File: config.mk
export PLATFORM = sky130hd
export DESIGN_NAME = sifhTop
export DESIGN_NICKNAME = d
export VERILOG_FILES = /design/src/sifhPkg.sv /design/src/windowFilter.sv /design/src/histRam.sv /design/src/histArbiter.sv /design/src/histBuilder.sv /design/src/sifhTop.sv
export VERILOG_INCLUDE_DIRS = /design/src
export SDC_FILE = /design/constraint.sdc
export NUM_CORES = 1
export LEC_CHECK = 0
export BUFFER_PORTS_ARGS = -buffer_cell sky130_fd_sc_hd__clkbuf_2
export CAP_MARGIN = 0
export CORE_MARGIN = 3
export CORE_UTILIZATION = 30
export DETAILED_ROUTE_END_ITERATION = 6
export REMOVE_ABC_BUFFERS = 1
export SLEW_MARGIN = 10
export SYNTH_ARGS = -nofsm -noshare
export SYNTH_HDL_FRONTEND = slang
export SYNTH_HIERARCHICAL = 1
export SYNTH_SLANG_ARGS = --single-unit
File: constraint.sdc
create_clock -name clk -period 8.8 [get_ports clk]
set_clock_uncertainty 0.2 [all_clocks]
set_input_delay 0.88 -clock clk [delete_from_list [all_inputs] [get_ports clk]]
set_output_delay 0.88 -clock clk [all_outputs]
set_load 0.005 [all_outputs]
File: src/sifh_params.svh
/* Widths and counts for the histogram peak finder.
   NP must be at least 2*NB, so a fine window never leaves the stamp range.
   CNT_W must hold DATA_NUM*ACQ_NUM, the largest count a bin can reach */

`ifndef SIFH_PARAMS_SVH
`define SIFH_PARAMS_SVH

// ****************************
// Data path widths
// ****************************
`define NP 10           // Timestamp width
`define NB 4            // Bin address width, 16 bins per histogram
`define CNT_W 6         // Bin count width

// ****************************
// Acquisition geometry
// ****************************
`define PIXELS 2        // Pixels sharing one histogram memory
`define PIX_W 1         // Pixel index width
`define DATA_NUM 4      // Samples per pixel per acquisition
`define ACQ_NUM 4       // Acquisitions per pass

`endif

File: src/sifhPkg.sv
/* Shared vector types and the pass encoding.
   Widths come from the params header */

`include "sifh_params.svh"

package sifhPkg;

    // Timestamp as delivered by the detector
    typedef logic [`NP-1:0] stampT;

    // Bin index inside one pixel histogram
    typedef logic [`NB-1:0] binT;

    typedef logic [`PIX_W-1:0] pixT;

    // Occupancy of one bin
    typedef logic [`CNT_W-1:0] cntT;

    // Memory address, pixel in the upper bits
    typedef logic [`PIX_W+`NB-1:0] ramAddrT;

    // Coarse pass bins on top bits, fine pass bins inside the window
    typedef enum logic {
        COARSE = 1'b0,
        FINE   = 1'b1
    } passT;

endpackage

File: src/windowFilter.sv
/* Per-pixel window and bin address generation.
   binAddr and keep follow data without a register.
   A window is loaded on passDone in the coarse pass, a result is emitted in the fine pass */

`include "sifh_params.svh"

module windowFilter (
    input  logic            clk,
    input  logic            combin_res,
    input  sifhPkg::stampT  data,
    input  sifhPkg::pixT    pixel,
    input  sifhPkg::passT   pass,
    output sifhPkg::binT    binAddr,
    output logic            keep,
    input  logic            passDone,
    input  sifhPkg::pixT    peakPixel,
    input  sifhPkg::binT    peakBin,
    output logic            resultValid,
    output sifhPkg::pixT    resultPixel,
    output sifhPkg::stampT  resultStamp
);

    localparam int SHIFT = `NP - `NB;     // Stamps per coarse bin, as a power of two
    localparam sifhPkg::stampT BINS = sifhPkg::stampT'(1 << `NB);
    localparam sifhPkg::stampT HALF_COARSE = sifhPkg::stampT'(1 << (SHIFT - 1));
    localparam sifhPkg::stampT HALF_WIN = sifhPkg::stampT'(1 << (`NB - 1));

    sifhPkg::stampT winBase [`PIXELS];
    sifhPkg::stampT curBase;
    sifhPkg::stampT offset;
    sifhPkg::stampT newBase;

    // ****************************
    // Sample filtering
    // ****************************
    always_comb begin
        curBase = winBase[pixel];
        offset  = data - curBase;
        if (pass == sifhPkg::COARSE) begin
            binAddr = data[`NP-1 -: `NB];   // Top bits select the coarse bin
            keep    = 1'b1;
        end else begin
            binAddr = offset[`NB-1:0];
            keep    = (data >= curBase) && (offset < BINS);
        end
    end

    // Window centred on the middle of the coarse peak bin
    assign newBase = (sifhPkg::stampT'(peakBin) << SHIFT) + HALF_COARSE - HALF_WIN;

    // ****************************
    // Window load and result
    // ****************************
    always_ff @(posedge clk or negedge combin_res) begin
        if (!combin_res) begin
            for (int i = 0; i < `PIXELS; i++) begin
                winBase[i] <= '0;
            end
            resultValid <= 1'b0;
        end else begin
            resultValid <= passDone && (pass == sifhPkg::FINE);
            if (passDone && (pass == sifhPkg::COARSE)) begin
                winBase[peakPixel] <= newBase;
            end
        end
    end

    always_ff @(posedge clk) begin
        if (passDone && (pass == sifhPkg::FINE)) begin
            resultPixel <= peakPixel;
            resultStamp <= winBase[peakPixel] + sifhPkg::stampT'(peakBin);  // Base plus fine peak
        end
    end

endmodule

File: src/histRam.sv
/* Shared histogram memory, PIXELS*2^NB counts with one valid bit each.
   ramData is valid one cycle after an access; an increment returns the new count.
   clearAll drops the valid bits only, so a cleared bin reads as 0 */

`include "sifh_params.svh"

module histRam (
    input  logic              clk,
    input  logic              combin_res,
    input  logic              ramEn,
    input  logic              ramInc,
    input  sifhPkg::ramAddrT  ramAddr,
    input  logic              clearAll,
    output sifhPkg::cntT      ramData
);

    localparam int DEPTH = `PIXELS * (1 << `NB);

    sifhPkg::cntT mem [DEPTH];
    logic [DEPTH-1:0] valid;

    sifhPkg::cntT memQ;                 // Raw word read in the access cycle
    logic validQ;
    logic incQ;
    sifhPkg::ramAddrT addrQ;

    // Last written word, the array read of the same edge misses it
    logic byValid;
    sifhPkg::ramAddrT byAddr;
    sifhPkg::cntT byData;

    sifhPkg::cntT oldCnt;
    sifhPkg::cntT incData;

    always_comb begin
        if (byValid && (byAddr == addrQ)) begin
            oldCnt = byData;
        end else begin
            oldCnt = validQ ? memQ : '0;
        end
        incData = oldCnt + 1'b1;
        ramData = incQ ? incData : oldCnt;
    end

    always_ff @(posedge clk or negedge combin_res) begin
        if (!combin_res) begin
            valid   <= '0;
            validQ  <= 1'b0;
            incQ    <= 1'b0;
            byValid <= 1'b0;
        end else begin
            incQ    <= ramEn && ramInc;
            validQ  <= valid[ramAddr] && !clearAll;
            byValid <= incQ && !clearAll;
            if (incQ) begin
                valid[addrQ] <= 1'b1;
            end
            if (clearAll) begin
                valid <= '0;            // Lazy clear, counts stay in the array
            end
        end
    end

    // Array and payload
    always_ff @(posedge clk) begin
        if (ramEn) begin
            memQ  <= mem[ramAddr];
            addrQ <= ramAddr;
        end
        if (incQ) begin
            mem[addrQ] <= incData;      // Write back of the read-modify-write
            byAddr     <= addrQ;
            byData     <= incData;
        end
    end

endmodule

File: src/histArbiter.sv
/* Fixed priority access to histRam, builder increments first.
   One host read can wait in the pending slot; a second one must not arrive meanwhile */

`include "sifh_params.svh"

module histArbiter (
    input  logic              clk,
    input  logic              combin_res,
    input  logic              incEn,
    input  sifhPkg::ramAddrT  incAddr,
    input  logic              rdReq,
    input  sifhPkg::ramAddrT  rdAddr,
    output logic              ramEn,
    output logic              ramInc,
    output sifhPkg::ramAddrT  ramAddr,
    input  sifhPkg::cntT      ramData,
    output logic              rdValid,
    output sifhPkg::cntT      rdData
);

    logic pendValid;
    sifhPkg::ramAddrT pendAddr;
    logic hostGo;                       // Host owns the memory this cycle
    logic hostQ;                        // Host owned the previous access

    assign hostGo  = !incEn && (pendValid || rdReq);
    assign ramEn   = incEn || hostGo;
    assign ramInc  = incEn;

    always_comb begin
        if (incEn) begin
            ramAddr = incAddr;
        end else if (pendValid) begin
            ramAddr = pendAddr;         // Older request goes first
        end else begin
            ramAddr = rdAddr;
        end
    end

    always_ff @(posedge clk or negedge combin_res) begin
        if (!combin_res) begin
            pendValid <= 1'b0;
            hostQ     <= 1'b0;
        end else begin
            hostQ <= hostGo;
            if (incEn && rdReq) begin
                pendValid <= 1'b1;      // Blocked by an increment, park it
            end else if (hostGo) begin
                pendValid <= 1'b0;
            end
        end
    end

    always_ff @(posedge clk) begin
        if (incEn && rdReq) begin
            pendAddr <= rdAddr;
        end
    end

    // Increment results stay inside the builder path
    assign rdValid = hostQ;
    assign rdData  = hostQ ? ramData : '0;

endmodule

File: src/histBuilder.sv
/* Sample counting, pass sequencing and per-pixel peak tracking.
   Counters nest as sample, then pixel, then acquisition.
   ready is low for PIXELS+2 cycles after the last sample of a pass */

`include "sifh_params.svh"

module histBuilder (
    input  logic              clk,
    input  logic              combin_res,
    input  logic              wrEn,
    output logic              ready,
    output sifhPkg::pixT      pixel,
    output sifhPkg::passT     pass,
    input  logic              keep,
    input  sifhPkg::binT      binAddr,
    output logic              incEn,
    output sifhPkg::ramAddrT  incAddr,
    input  sifhPkg::cntT      ramData,
    output logic              clearAll,
    output logic              passDone,
    output sifhPkg::pixT      peakPixel,
    output sifhPkg::binT      peakBin
);

    localparam int SMP_W = $clog2(`DATA_NUM + 1);
    localparam int ACQ_W = $clog2(`ACQ_NUM + 1);
    localparam int SW_W  = $clog2(`PIXELS + 2);

    localparam logic [SMP_W-1:0] SMP_LAST = SMP_W'(`DATA_NUM - 1);
    localparam logic [ACQ_W-1:0] ACQ_LAST = ACQ_W'(`ACQ_NUM - 1);
    localparam sifhPkg::pixT PIX_LAST = sifhPkg::pixT'(`PIXELS - 1);
    localparam logic [SW_W-1:0] SW_LAST = SW_W'(`PIXELS + 1);   // clearAll step

    logic [SMP_W-1:0] smpCnt;
    sifhPkg::pixT pixCnt;
    logic [ACQ_W-1:0] acqCnt;

    logic accept;
    logic lastSample;
    logic switching;
    logic [SW_W-1:0] swCnt;

    sifhPkg::cntT maxCnt [`PIXELS];
    sifhPkg::binT maxBin [`PIXELS];
    logic incQ;
    sifhPkg::pixT pixQ;
    sifhPkg::binT binQ;

    assign ready      = !switching;
    assign accept     = wrEn && ready;
    assign lastSample = accept && (smpCnt == SMP_LAST) && (pixCnt == PIX_LAST)
                        && (acqCnt == ACQ_LAST);

    assign pixel   = pixCnt;
    assign incEn   = accept && keep;     // Dropped samples still advance the counters
    assign incAddr = {pixCnt, binAddr};

    // ****************************
    // Sample counters
    // ****************************
    always_ff @(posedge clk or negedge combin_res) begin
        if (!combin_res) begin
            smpCnt <= '0;
            pixCnt <= '0;
            acqCnt <= '0;
        end else if (accept) begin
            if (smpCnt == SMP_LAST) begin
                smpCnt <= '0;
                if (pixCnt == PIX_LAST) begin
                    pixCnt <= '0;
                    acqCnt <= (acqCnt == ACQ_LAST) ? '0 : acqCnt + 1'b1;
                end else begin
                    pixCnt <= pixCnt + 1'b1;
                end
            end else begin
                smpCnt <= smpCnt + 1'b1;
            end
        end
    end

    // ****************************
    // Pass switch sequence
    // ****************************
    // swCnt 0 waits for the last count, 1..PIXELS step out peaks, then clear
    always_ff @(posedge clk or negedge combin_res) begin
        if (!combin_res) begin
            pass      <= sifhPkg::COARSE;
            switching <= 1'b0;
            swCnt     <= '0;
        end else if (!switching) begin
            if (lastSample) begin
                switching <= 1'b1;
                swCnt     <= '0;
            end
        end else if (swCnt == SW_LAST) begin
            switching <= 1'b0;
            pass      <= (pass == sifhPkg::COARSE) ? sifhPkg::FINE : sifhPkg::COARSE;
        end else begin
            swCnt <= swCnt + 1'b1;
        end
    end

    assign passDone  = switching && (swCnt != '0) && (swCnt != SW_LAST);
    assign clearAll  = switching && (swCnt == SW_LAST);
    assign peakPixel = sifhPkg::pixT'(swCnt - 1'b1);
    assign peakBin   = maxBin[peakPixel];

    // ****************************
    // Peak tracking
    // ****************************
    always_ff @(posedge clk or negedge combin_res) begin
        if (!combin_res) begin
            incQ <= 1'b0;
            for (int i = 0; i < `PIXELS; i++) begin
                maxCnt[i] <= '0;
                maxBin[i] <= '0;
            end
        end else begin
            incQ <= incEn;
            if (incQ && (ramData > maxCnt[pixQ])) begin    // Strictly greater, ties keep old bin
                maxCnt[pixQ] <= ramData;
                maxBin[pixQ] <= binQ;
            end
            if (passDone) begin
                maxCnt[peakPixel] <= '0;
                maxBin[peakPixel] <= '0;
            end
        end
    end

    // Pixel and bin of the increment in flight
    always_ff @(posedge clk) begin
        pixQ <= pixCnt;
        binQ <= binAddr;
    end

endmodule

File: src/sifhTop.sv
/* Two-pass histogram peak finder for one pixel group.
   Samples are taken only while ready is high; outputs are single-cycle pulses */

`include "sifh_params.svh"

module sifhTop (
    input  logic              clk,
    input  logic              combin_res,
    input  logic              wrEn,
    input  sifhPkg::stampT    data,
    input  logic              rdReq,
    input  sifhPkg::ramAddrT  rdAddr,
    output logic              ready,
    output logic              rdValid,
    output sifhPkg::cntT      rdData,
    output logic              resultValid,
    output sifhPkg::pixT      resultPixel,
    output sifhPkg::stampT    resultStamp
);

    sifhPkg::pixT     pixel;
    sifhPkg::passT    pass;
    sifhPkg::binT     binAddr;
    logic             keep;
    logic             incEn;
    sifhPkg::ramAddrT incAddr;
    logic             ramEn;
    logic             ramInc;
    sifhPkg::ramAddrT ramAddr;
    sifhPkg::cntT     ramData;
    logic             clearAll;
    logic             passDone;
    sifhPkg::pixT     peakPixel;
    sifhPkg::binT     peakBin;

    windowFilter uFilter (
        .clk(clk), .combin_res(combin_res), .data(data), .pixel(pixel), .pass(pass),
        .binAddr(binAddr), .keep(keep), .passDone(passDone), .peakPixel(peakPixel),
        .peakBin(peakBin), .resultValid(resultValid), .resultPixel(resultPixel),
        .resultStamp(resultStamp)
    );

    histBuilder uBuilder (
        .clk(clk), .combin_res(combin_res), .wrEn(wrEn), .ready(ready), .pixel(pixel),
        .pass(pass), .keep(keep), .binAddr(binAddr), .incEn(incEn), .incAddr(incAddr),
        .ramData(ramData), .clearAll(clearAll), .passDone(passDone),
        .peakPixel(peakPixel), .peakBin(peakBin)
    );

    histArbiter uArbiter (
        .clk(clk), .combin_res(combin_res), .incEn(incEn), .incAddr(incAddr),
        .rdReq(rdReq), .rdAddr(rdAddr), .ramEn(ramEn), .ramInc(ramInc),
        .ramAddr(ramAddr), .ramData(ramData), .rdValid(rdValid), .rdData(rdData)
    );

    histRam uRam (
        .clk(clk), .combin_res(combin_res), .ramEn(ramEn), .ramInc(ramInc),
        .ramAddr(ramAddr), .clearAll(clearAll), .ramData(ramData)
    );

endmodule

After elaboration in Yosys (flattened, before gate mapping)
Memory sizes are Yosys's and may differ from the RTL's. A register that Yosys moved wholly into a read port is not among the register bits.
Cells that the tools add are included.
{"block": "classes", "addsub": 10, "magnitude_cmp": 11, "n_eq_ne": 6, "muxes": 57, "n_bitwise": 9, "reduce_logical": 34}
{"cell": "10-bit two-way mux", "count": 7}
{"cell": "32-bit two-way mux", "count": 2}
{"cell": "6-bit two-way mux", "count": 9}
{"cell": "32-bit bitwise OR", "count": 1}
{"cell": "12-bit two-way mux", "count": 2}
{"cell": "4-bit two-way mux", "count": 6}
{"cell": "1-bit logical AND", "count": 21}
{"cell": "20-bit bitwise mux", "count": 1}
{"cell": "8-bit two-way mux", "count": 2}
{"cell": "12-bit AND", "count": 1}
{"cell": "12-bit bitwise mux", "count": 1}
{"cell": "6-bit demux with 1-bit select", "count": 2}
{"cell": "5-bit by 6-bit < comparator with 1-bit output, second input constant", "count": 2}
{"cell": "1-bit two-way mux", "count": 12}
{"cell": "12-bit inverter", "count": 1}
{"cell": "10-bit by 4-bit adder with 10-bit output", "count": 1}
{"cell": "10-bit by 6-bit adder with 10-bit output, second input constant", "count": 1}
{"cell": "10-bit demux with 1-bit select", "count": 1}
{"cell": "10-bit >= comparator", "count": 1}
{"cell": "10-bit by 5-bit < comparator with 1-bit output, second input constant", "count": 1}
{"cell": "5-bit two-way mux", "count": 2}
{"cell": "10-bit subtractor", "count": 1}
{"cell": "10-bit by 4-bit subtractor with 10-bit output, second input constant", "count": 1}
{"cell": "8-bit AND", "count": 1}
{"cell": "27 further kinds", "count": 47}
{"block": "word_totals", "reg_bits": 127, "ram_bits": 192, "input_bits": 19, "output_inout_bits": 20, "elab_cells": 156, "mem_count": 1}
{"name": "uRam.mem", "depth": 32, "word_bits": 6, "read_ports": 1, "rd_ports_with_merged_regs": 1, "wr": 1, "line": "histRam.sv:19", "source": "sifhPkg::cntT mem [DEPTH];"}

Logic depth before layout (Yosys ltp)
Gate-level depths: netlist of run 1.
{"block": "logic_depth", "word_depth": 13, "depth_mapped": 16, "mapped_depth_nobuf": 12}

Modules after synthesis
The synthesis of run 1 kept the hierarchy.
{"mod": "histRam", "instances": 1, "cells_per_inst": 532, "area_each_um2": 9990.8, "seq_area_each_um2": 7302.0}
{"mod": "histBuilder", "instances": 1, "cells_per_inst": 175, "area_each_um2": 1871.8, "seq_area_each_um2": 900.9}
{"mod": "windowFilter", "instances": 1, "cells_per_inst": 70, "area_each_um2": 1082.3, "seq_area_each_um2": 605.6}
{"mod": "histArbiter", "instances": 1, "cells_per_inst": 36, "area_each_um2": 381.6, "seq_area_each_um2": 200.2}

Least setup slack after synthesis of run 1
OpenSTA, ideal clock, no wires.
{"block": "synth_timing", "kind": "register to register", "startpoint": "register uBuilder.pixCnt (netlist: uBuilder/pixel)", "endpoint": "register uRam.memQ[0], read port of uRam.mem, data pin", "setup_time_ps": 260, "arrival_time_ps": 3928, "t_required_ps": 8340, "path_slack_ps": 4412, "stages_incl_launch_ff": 15, "path_buffers": 4, "synth_period_minus_slack_ps": 4388, "cell_sequence": "dfrtp_1 clkbuf_1 mux2i_1 ha_1 o21ba_2 a22oi_1 o21ai_0 and2_1 buf_2 o21ai_0 buf_1 buf_2 mux4_2 mux4_2 mux2_2"}
{"block": "synth_via", "word_cells_on_any_way": 15, "classes_between": "add/sub: 1; order compare: 2; mux: 6; bitwise: 1; reduce/logical: 5"}
{"element": "start: declaration", "line": "histBuilder.sv:35", "source": "sifhPkg::pixT pixCnt;"}
{"element": "start signal: assignment", "line": "histBuilder.sv:73", "source": "pixCnt <= pixCnt + 1'b1;"}
{"element": "1-bit inverter with 2-bit output (not written as such) (*)", "line": "windowFilter.sv:37", "source": "curBase = winBase[pixel];"}
{"element": "10-bit two-way mux (not written as such) (*) (3 in a row)", "line": "windowFilter.sv:37"}
{"element": "10-bit subtractor", "line": "windowFilter.sv:38", "source": "offset = data - curBase;"}
{"element": "10-bit by 5-bit < comparator with 1-bit output", "line": "windowFilter.sv:44", "source": "keep = (data >= curBase) && (offset < BINS);"}
{"element": "1-bit logical AND (*)", "line": "windowFilter.sv:44"}
{"element": "1-bit two-way mux (*)", "line": "windowFilter.sv:39", "source": "if (pass == sifhPkg::COARSE) begin"}
{"element": "named net keep", "line": "sifhTop.sv:24", "source": "logic keep;"}
{"element": "1-bit logical AND (*)", "line": "histBuilder.sv:55", "source": "assign incEn = accept && keep;"}
{"element": "named net incEn", "line": "sifhTop.sv:25", "source": "logic incEn;"}
{"element": "5-bit two-way mux (*)", "line": "histArbiter.sv:31", "source": "if (incEn) begin"}
{"element": "named net ramAddr[1]", "line": "sifhTop.sv:29", "source": "sifhPkg::ramAddrT ramAddr;"}
{"element": "end: declaration", "line": "histRam.sv:22", "source": "sifhPkg::cntT memQ;"}
The timed path passes the listed nets; every way through them passes the cells marked *. The select of a mux whose other input is x is not followed.
A chain may end at the register's enable or synchronous reset.

Final worst setup path of run 1
{"block": "layout_timing", "startpoint": "register uBuilder.pixCnt (netlist: uBuilder/pixel)", "endpoint": "register uRam.memQ[3], read port of uRam.mem, data pin"}
Same word-level chain as after synthesis.

==> qor.yml, run 1 <==
outcome:
  status: "complete, no violations"
cts:
  cts_sinks: 315
  clkTransAtPathRegs_ps: 60
  cts_max_path_buffers: 3
  clock_latency_ps: 590
  cts_root_buf: "clkbuf_16"
  post-cts-setup-buffers: 0
  numCtsBuffers: 31
  cts.repair.resized: 0
  htreeDepth: 1
  cts_tree: "built"
setup_path:
  timing.rr.end: "uRam/memQ[3]"
  critical_path_arrival_ps: 5620
  critPathCaptureType: "flip-flop"
  reg2reg_slack_ps: 3320
  reg2reg_from: "uBuilder/pixel"
  path_max_fanout: 33
  startpoint_type: "flip-flop"
  reg2regPathDepth: 13
  path_class: "flip-flop to flip-flop"
  worstPathRequired_ps: 8930
yosys:
  synth_warnings: 6
  synth_ff_type: "edfxtp_1"
  synth.largest_area_cell: "edfxtp_1"
  synth_cells: 813
  synth_fa_ha_area_share_pct: 1.69
  synth_top_area_share_pct: 51.8
  synth_edf_count: 230
  yosysUniqueCellTypes: 51
  avgSynthCellArea_sq_um: 16.4
  syn_area_sq_um: 13300
  synth_mux_area_share_pct: 17.0
  synth.area.top_cells: "edfxtp_1 (52%), dfrtp_1 (15%), mux4_2 (12%)"
  synthArstFlopShare_pct: 25.4
  synth-xor-area-share_pct: 1.05
  ys_seq_area_share_pct: 67.6
  ys_ff_latch: 315
  synth_compound_area_share_pct: 2.39
  synth_top_family_by_area: "multiplexers"
  synthSimpleGateAreaFrac_pct: 7.81
detailed_routing:
  drtPass1Iterations: 5
  routed_via_density: 4.77
  vias: 6994
  postRouteAntennaNets: 0
  drt-wirelength-per-cell_um: 19.7
  drt-total-wl_mm: 28.8
  drtIter0Drc: 500
  drc: 0
min_path:
  hp-class: "flip-flop to flip-flop"
  hold_start: "uBuilder/binQ[2]"
  hold_path_end: "uBuilder/maxBin[6]"
  holdPathStages: 2
sta:
  rsz0062_at_grt: "false"
  min_period_ps: 5480
  period_share_pct: 62.3
  slew_violations: 0
  timing.fmax_ghz: 0.182
  final-hold-violation-count: 0
  max_slew_margin_pct: 29.0
  setup_ws_ps: 3320
  holdWs_ps: 260
  tightestPinTransition_ps: 1060
  setup_viol: 0
layout:
  multi_input_area_sq_um: 4060
  n_fill_cell: 4131
  layout.nets: 892
  drive_above_1_share_pct: 25.2
  seq_area_sq_um: 9010
  area_growth_pct: 14.1
  finalNonFillerCells: 1465
  utilization_pct: 35.0
  diodes: 0
placed_design:
  globalplace.congestion: 0.763
  post-place-ws_ps: 3160
  io_buffers: 38
  hpwlAfterDp_mm: 18.1
  dp.cells: 1406
floorplanning:
  fp.dieH_um: 217
  die_w_um: 217
  fp.dieArea_sq_um: 47000
  rows: 76
  coreArea_sq_um: 43500
  start_util_pct: 30.7
  io_pins: 39
pwr:
  ir_worst_vdd_v: 0.000144
  cellPowerDensity_nw_per_um2: 228
  leakage_nw: 5.66
  fin_total_pwr_mw: 3.47
flow_run:
  drv_cap: 0
global_routing:
  grt_pass1_wl_mm: 44.1
  gr-usage-all-layers_pct: 12.2
  grt_pass1_vias: 7109
  overflow: 0
  antenna_found_initial: 0
  grt_max_degree: 60
## metal layers
metal / wire (um) / GRT usage [%] / part of all wire, % / vias to the layer above
li1: - / - / - / 3134
met1: 13400 / 18.3 / 46 / 3631
met2: 13300 / 19.2 / 46 / 198
met3: 1790 / 2.14 / 6.2 / 31
met4: 363 / 1.90 / 1.3 / 0
met5: 0 / 0 / 0 / -
## logic make-up (layout without fill, tap and decap cells)
logic type | count (synthesis) | in the layout
compound gates | 45 | 45
xor+xnor | 16 | 16
mux | 136 | 136
flops | 315 | 315
buf+inv | 56 | 123
fa+ha+maj | 18 | 18
simple gates | 227 | 227
## worst max path at each step
stage	start	endpoint	slack, ps	cells after the start
floorplan	data[3]	uRam/memQ[0]	-1920	9
global placement	data[3]	uRam/memQ[3]	3230	13
detailed placement	data[3]	uRam/memQ[3]	3160	13
CTS	uBuilder/pixel	uRam/memQ[3]	3210	13
global route	uBuilder/pixel	uRam/memQ[3]	2910	13
finish	uBuilder/pixel	uRam/memQ[3]	3320	13
## area by class of cell
class	instances	area share, %
multi-input combinational	442	26.7
inverter	10	0.247
timing repair buffer	55	2.12
sequential	315	59.3
clock buffer	41	5.55
tap	585	4.81
clock inverter	17	1.31
## registers in the layout, summed over array words and instances (netlist names), 2 cells and up
signal,flops
uRam/addrQ,5
uBuilder/binQ,4
uArbiter/pendAddr,5
uFilter/winBase,10
uRam/memQ,6
uBuilder/maxCnt,12
uBuilder/maxBin,8
uBuilder/acqCnt,3
uFilter/resultStamp,10
uRam/mem,192
uRam/byAddr,5
uBuilder/swCnt,2
uRam/valid,32
uBuilder/smpCnt,3
uRam/byData,6
## critical path, cell delays in order, from the launching register on
cell	delay [ps]
dfrtp_1	600
mux2i_1	360
ha_1	320
nor3_1	180
a22oi_1	100
o21ai_0	150
and2_1	550
nand2_1	190
o21ai_4	90
buf_4	570
buf_4	550
mux4_2	570
mux4_2	500
mux2_2	280
## synthesized netlist by cell type, drive strengths merged (3+ instances only)
master	n
edfxtp	230
nor2	105
dfrtp	80
mux4	70
nand2	64
mux2i	39
buf	31
mux2	27
ha	18
clkbuf	15
and2	14
o21ai	11
a21oi	10
inv	10
xnor2	10
nand3	8
nand3b	6
xor2	6
dfxtp	5
nor2b	5
o22ai	5
a21boi	4
a21o	4
and3	4
nand2b	4
or3	4
nand4	3
nor3	3
or3b	3
## placed cells by master, fill, tap and decap left out, types with 5 or more instances in the layout
| cell | n |
|---|---|
| edfxtp_1 | 230 |
| nor2_1 | 104 |
| dfrtp_1 | 80 |
| mux4_2 | 70 |
| nand2_1 | 64 |
| mux2i_1 | 39 |
| clkbuf_2 | 37 |
| clkbuf_16 | 31 |
| mux2_2 | 27 |
| ha_1 | 18 |
| buf_4 | 17 |
| and2_1 | 13 |
| inv_1 | 10 |
| a21oi_1 | 10 |
| xnor2_1 | 8 |
| clkinv_2 | 7 |
| clkbuf_1 | 7 |
| nand3_1 | 7 |
| o21ai_0 | 6 |
| o22ai_1 | 5 |
| dfxtp_1 | 5 |
| nand3b_1 | 5 |
## timing repair
action,4_1_cts,5_1_grt
endpoints found under the hold margin,4,0
endpoints found under the setup margin,0,0
hold buffers,1,0
## through the flow
stage	TNS [ps]	area, sq um
after global routing	0	15200
after detailed placement	0	14100
final	0	15200
after floorplan	-14680	13000
after CTS	0	15200
after global placement	0	14100
## power by group
group / total (mW) / switching [mW] / internal (mW)
combinational: 0.392 / 0.213 / 0.179
sequential: 1.72 / 0.0713 / 1.65
clock: 1.35 / 0.556 / 0.793
(Power assumes the default switching activity.)
==> run 2: changes to the inputs <==
- ABC_AREA: not set -> 1
- clock period: 8.8 -> 5.3 ns (I/O delays scaled with it)
==> run 2 against run 1 <==
Compared with the run above:
- critical path depth rose by 6
- die area rose by 4.5%
- synthesized area rose by 4.7%
- synthesized cell count rose by 65%
- sequential power rose by 77%
- combinational power rose to 3.7 times the previous value
- clock power rose by 69%
- setup slack got worse by 2600 ps
- sequential cell count did not move
- via count rose by 37%
- hold slack got worse by 210 ps
- global-route usage rose by 1.0 points
- largest cell class unchanged
- largest power group unchanged
==> qor.yml, run 2 <==
detailed_routing:
  drt-total-wl_mm: 33.3  # +16%
  drc: 0  # unchanged
  postRouteAntennaNets: 0  # unchanged
  drtIter0Drc: 893  # +79%
  drt-wirelength-per-cell_um: 16.8  # -15%
  routed_via_density: 4.81  # +0.85%
  vias: 9567  # +37%
  drtPass1Iterations: 5  # unchanged
yosys:
  synth.largest_area_cell: "edfxtp_1"
  syn_area_sq_um: 13900  # +4.7%
  synthArstFlopShare_pct: 25.4  # unchanged
  avgSynthCellArea_sq_um: 10.4  # -37%
  yosysUniqueCellTypes: 39  # -24%
  synth.area.top_cells: "edfxtp_1 (50%), dfrtp_1 (14%), nor2_1 (7.3%)"
  ys_ff_latch: 315  # unchanged
  synth_cells: 1343  # +65%
  synth_ff_type: "edfxtp_1"
  synth.most_common_cell: "nor2_1"
  synth_edf_count: 230  # unchanged
  synth_warnings: 6  # unchanged
  synth_top_area_share_pct: 49.5  # -2.3 points
  ys_seq_area_share_pct: 64.6  # -3.0 points
  yosys-top-cells-count: "nor2_1 (272), edfxtp_1 (230), nand2_1 (186)"
floorplanning:
  start_util_pct: 30.5  # -0.13 points
  io_pins: 39  # unchanged
  fp.dieArea_sq_um: 49100  # +4.5%
  coreArea_sq_um: 45700  # +5.1%
  fp.dieH_um: 222  # +2.2%
  die_w_um: 222  # +2.2%
  rows: 78  # +2.6%
setup_path:
  crit_path_frequent_cell: "nand2_1"
  cp_slowest_cell: "clkinv_1"
  path_class: "flip-flop to flip-flop"
  max_stage_delay_ps: 720  # +120 ps
  critPathCaptureType: "flip-flop"
  path_max_fanout: 19  # -42%
  cp_top_family: "simple AND/OR/NAND/NOR gates"
  critical_path_arrival_ps: 4860  # -760 ps
  path_buf_inv: 2  # unchanged
  crit_chain: "o21ai_0, ha_1, o21ai_0, nand2_1, nand2_1, nand2_1, nand2_1, nand2_1, nand2_1, inv_1, nor2_1, nand2_1, nand2_1, clkinv_1, a21oi_1, o21ai_1, nand2_1, nor2_1, a21oi_1"
  startpoint_type: "flip-flop"
  worstPathRequired_ps: 5540  # -3390 ps
layout:
  final_cell_mix: "nor2_1 (272), edfxtp_1 (230), nand2_1 (185)"
  reg_top3: "uRam/mem x192, uRam/valid x32, uBuilder/maxCnt x12"
  drive_above_1_share_pct: 10.4  # -15 points
  area_growth_pct: 13.4
  layout.nets: 1400  # +57%
  largest_reg_flops: 192  # unchanged
  n_fill_cell: 4562  # +10%
  mostFrequentLayoutCell: "nor2_1"
  fin_area_sq_um: 15800  # +4.0%
  diodes: 0  # unchanged
  top_register: "uRam/mem"
sta:
  setup_viol: 0  # unchanged
  tightestPinTransition_ps: 1220  # +157 ps
  period_share_pct: 87.1  # +25 points
  tns_ps: 0  # unchanged
  holdWs_ps: 49.6  # -211 ps
  max_slew_margin_pct: 18.2  # -11 points
  slew_violations: 0  # unchanged
  timing.fmax_ghz: 0.217  # +19%
  min_period_ps: 4620  # -864 ps
  final-hold-violation-count: 0  # unchanged
  rsz0062_at_grt: "false"
min_path:
  hp-class: "primary input to flip-flop"
cts:
  clock_latency_ps: 590  # about the same
  cts_sinks: 315  # unchanged
  cts_max_path_buffers: 3  # unchanged
  cts.repair.resized: 0  # unchanged
  htreeDepth: 1  # unchanged
  post-cts-setup-buffers: 0  # unchanged
  clkTransAtPathRegs_ps: 70  # about the same
  cts_hold_buffers: 6  # +5
  cts_tree: "built"
  numCtsBuffers: 30  # -3.2%
  cts_root_buf: "clkbuf_16"
outcome:
  status: "complete, no violations"
pwr:
  ir_worst_vdd_v: 0.000191  # +33%
  cellPowerDensity_nw_per_um2: 428  # +88%
  leakage_nw: 6.31  # +11%
  fin_total_pwr_mw: 6.77  # +95%
global_routing:
  grt_pass1_vias: 9518  # +34%
  grt_pass1_wl_mm: 53.2  # +21%
  gr-usage-all-layers_pct: 13.3  # +1.0 points
  grt_max_degree: 116  # +93%
  antenna_found_initial: 1  # +1
  overflow: 0  # unchanged
placed_design:
  io_buffers: 38  # unchanged
  hpwlAfterDp_mm: 20.8  # +15%
  place_area_sq_um: 14700  # +3.8%
  globalplace.congestion: 0.821  # +7.5%
flow_run:
  drv_cap: 0  # unchanged
run 2: cell types whose count changed after synthesis, moves of 38 or more:
cell / delta
inv_1: +116
o221ai_1: +46
mux2i_1: -38
nand2_1: +122
mux4_2: -70
nand3_1: +44
nor2_1: +167
o21ai_0: +121
run 2: per-stage QoR:
| stage | std cells | util, % | worst slack, ps |
|---|---|---|---|
| 2_1_floorplan | 1274 | - | -650 |
| 3_3_place_gp | 1925 | 32.2 | 736 |
| 3_5_place_dp | 1925 | 32.2 | 666 |
| 4_1_cts | 1987 | 34.6 | 658 |
| 5_1_grt | 1987 | 34.6 | 124 |
| 6_report | 1987 | 34.6 | 682 |
run 2: where the power goes:
group          switching, mW  internal [mW]  total (mW)
sequential             0.117           2.93        3.05
combinational           1.01          0.422        1.44
clock                  0.921           1.36        2.28
run 2: final timing paths:
kind                                          from                 end  slack [ps]  cells after the start
worst max-delay path                uBuilder/pixel        uRam/memQ[2]         680                     19
worst min-delay path                       data[0]    uBuilder/binQ[0]          50                      3
worst max register to register      uBuilder/pixel        uRam/memQ[2]         680                     19
worst min register to register  uBuilder/smpCnt[2]  uBuilder/smpCnt[2]         270                      2
max in group asynchronous               combin_res      uRam/valid[14]        3570                      3
min in group asynchronous               combin_res         uRam/validQ         350                      2
run 2: worst min-delay path: stages:
cell and delay [ps]:
clkbuf_2 80, nand2_1 60, nand2_1 100
run 2: cell type report:
type	instances	area (sq um)	area share, %
Clock buffer	42	846	5.35
Clock inverter	14	223	1.41
Inverter	141	532	3.36
Multi-Input combinational cell	818	4070	25.7
Sequential cell	315	9010	57.0
Tap cell	600	751	4.75
Timing Repair Buffer	57	388	2.45
run 2: cell families (layout without fill, tap and decap cells):
group / after synthesis / after routing / share of synthesized area [%]
XOR/XNOR: 2 / 2 / 0.126
AND/OR/NAND/NOR: 561 / 561 / 17.3
buffers and inverters: 210 / 254 / 6.32
AO/OA/AOI/OAI: 236 / 236 / 9.97
adder cells (fa/ha/maj): 18 / 18 / 1.61
multiplexers: 1 / 1 / 0.0718
flip-flops: 315 / 315 / 64.6
run 2: layer usage:
metal	share of wire (%)	routed length, um	global-route usage (%)	vias to the layer above
met5	0.027	9	0	-
li1	-	-	-	4587
met2	48	15800	22.1	246
met4	3.0	996	4.79	2
met1	45	14900	17.8	4656
met3	4.8	1620	1.97	76
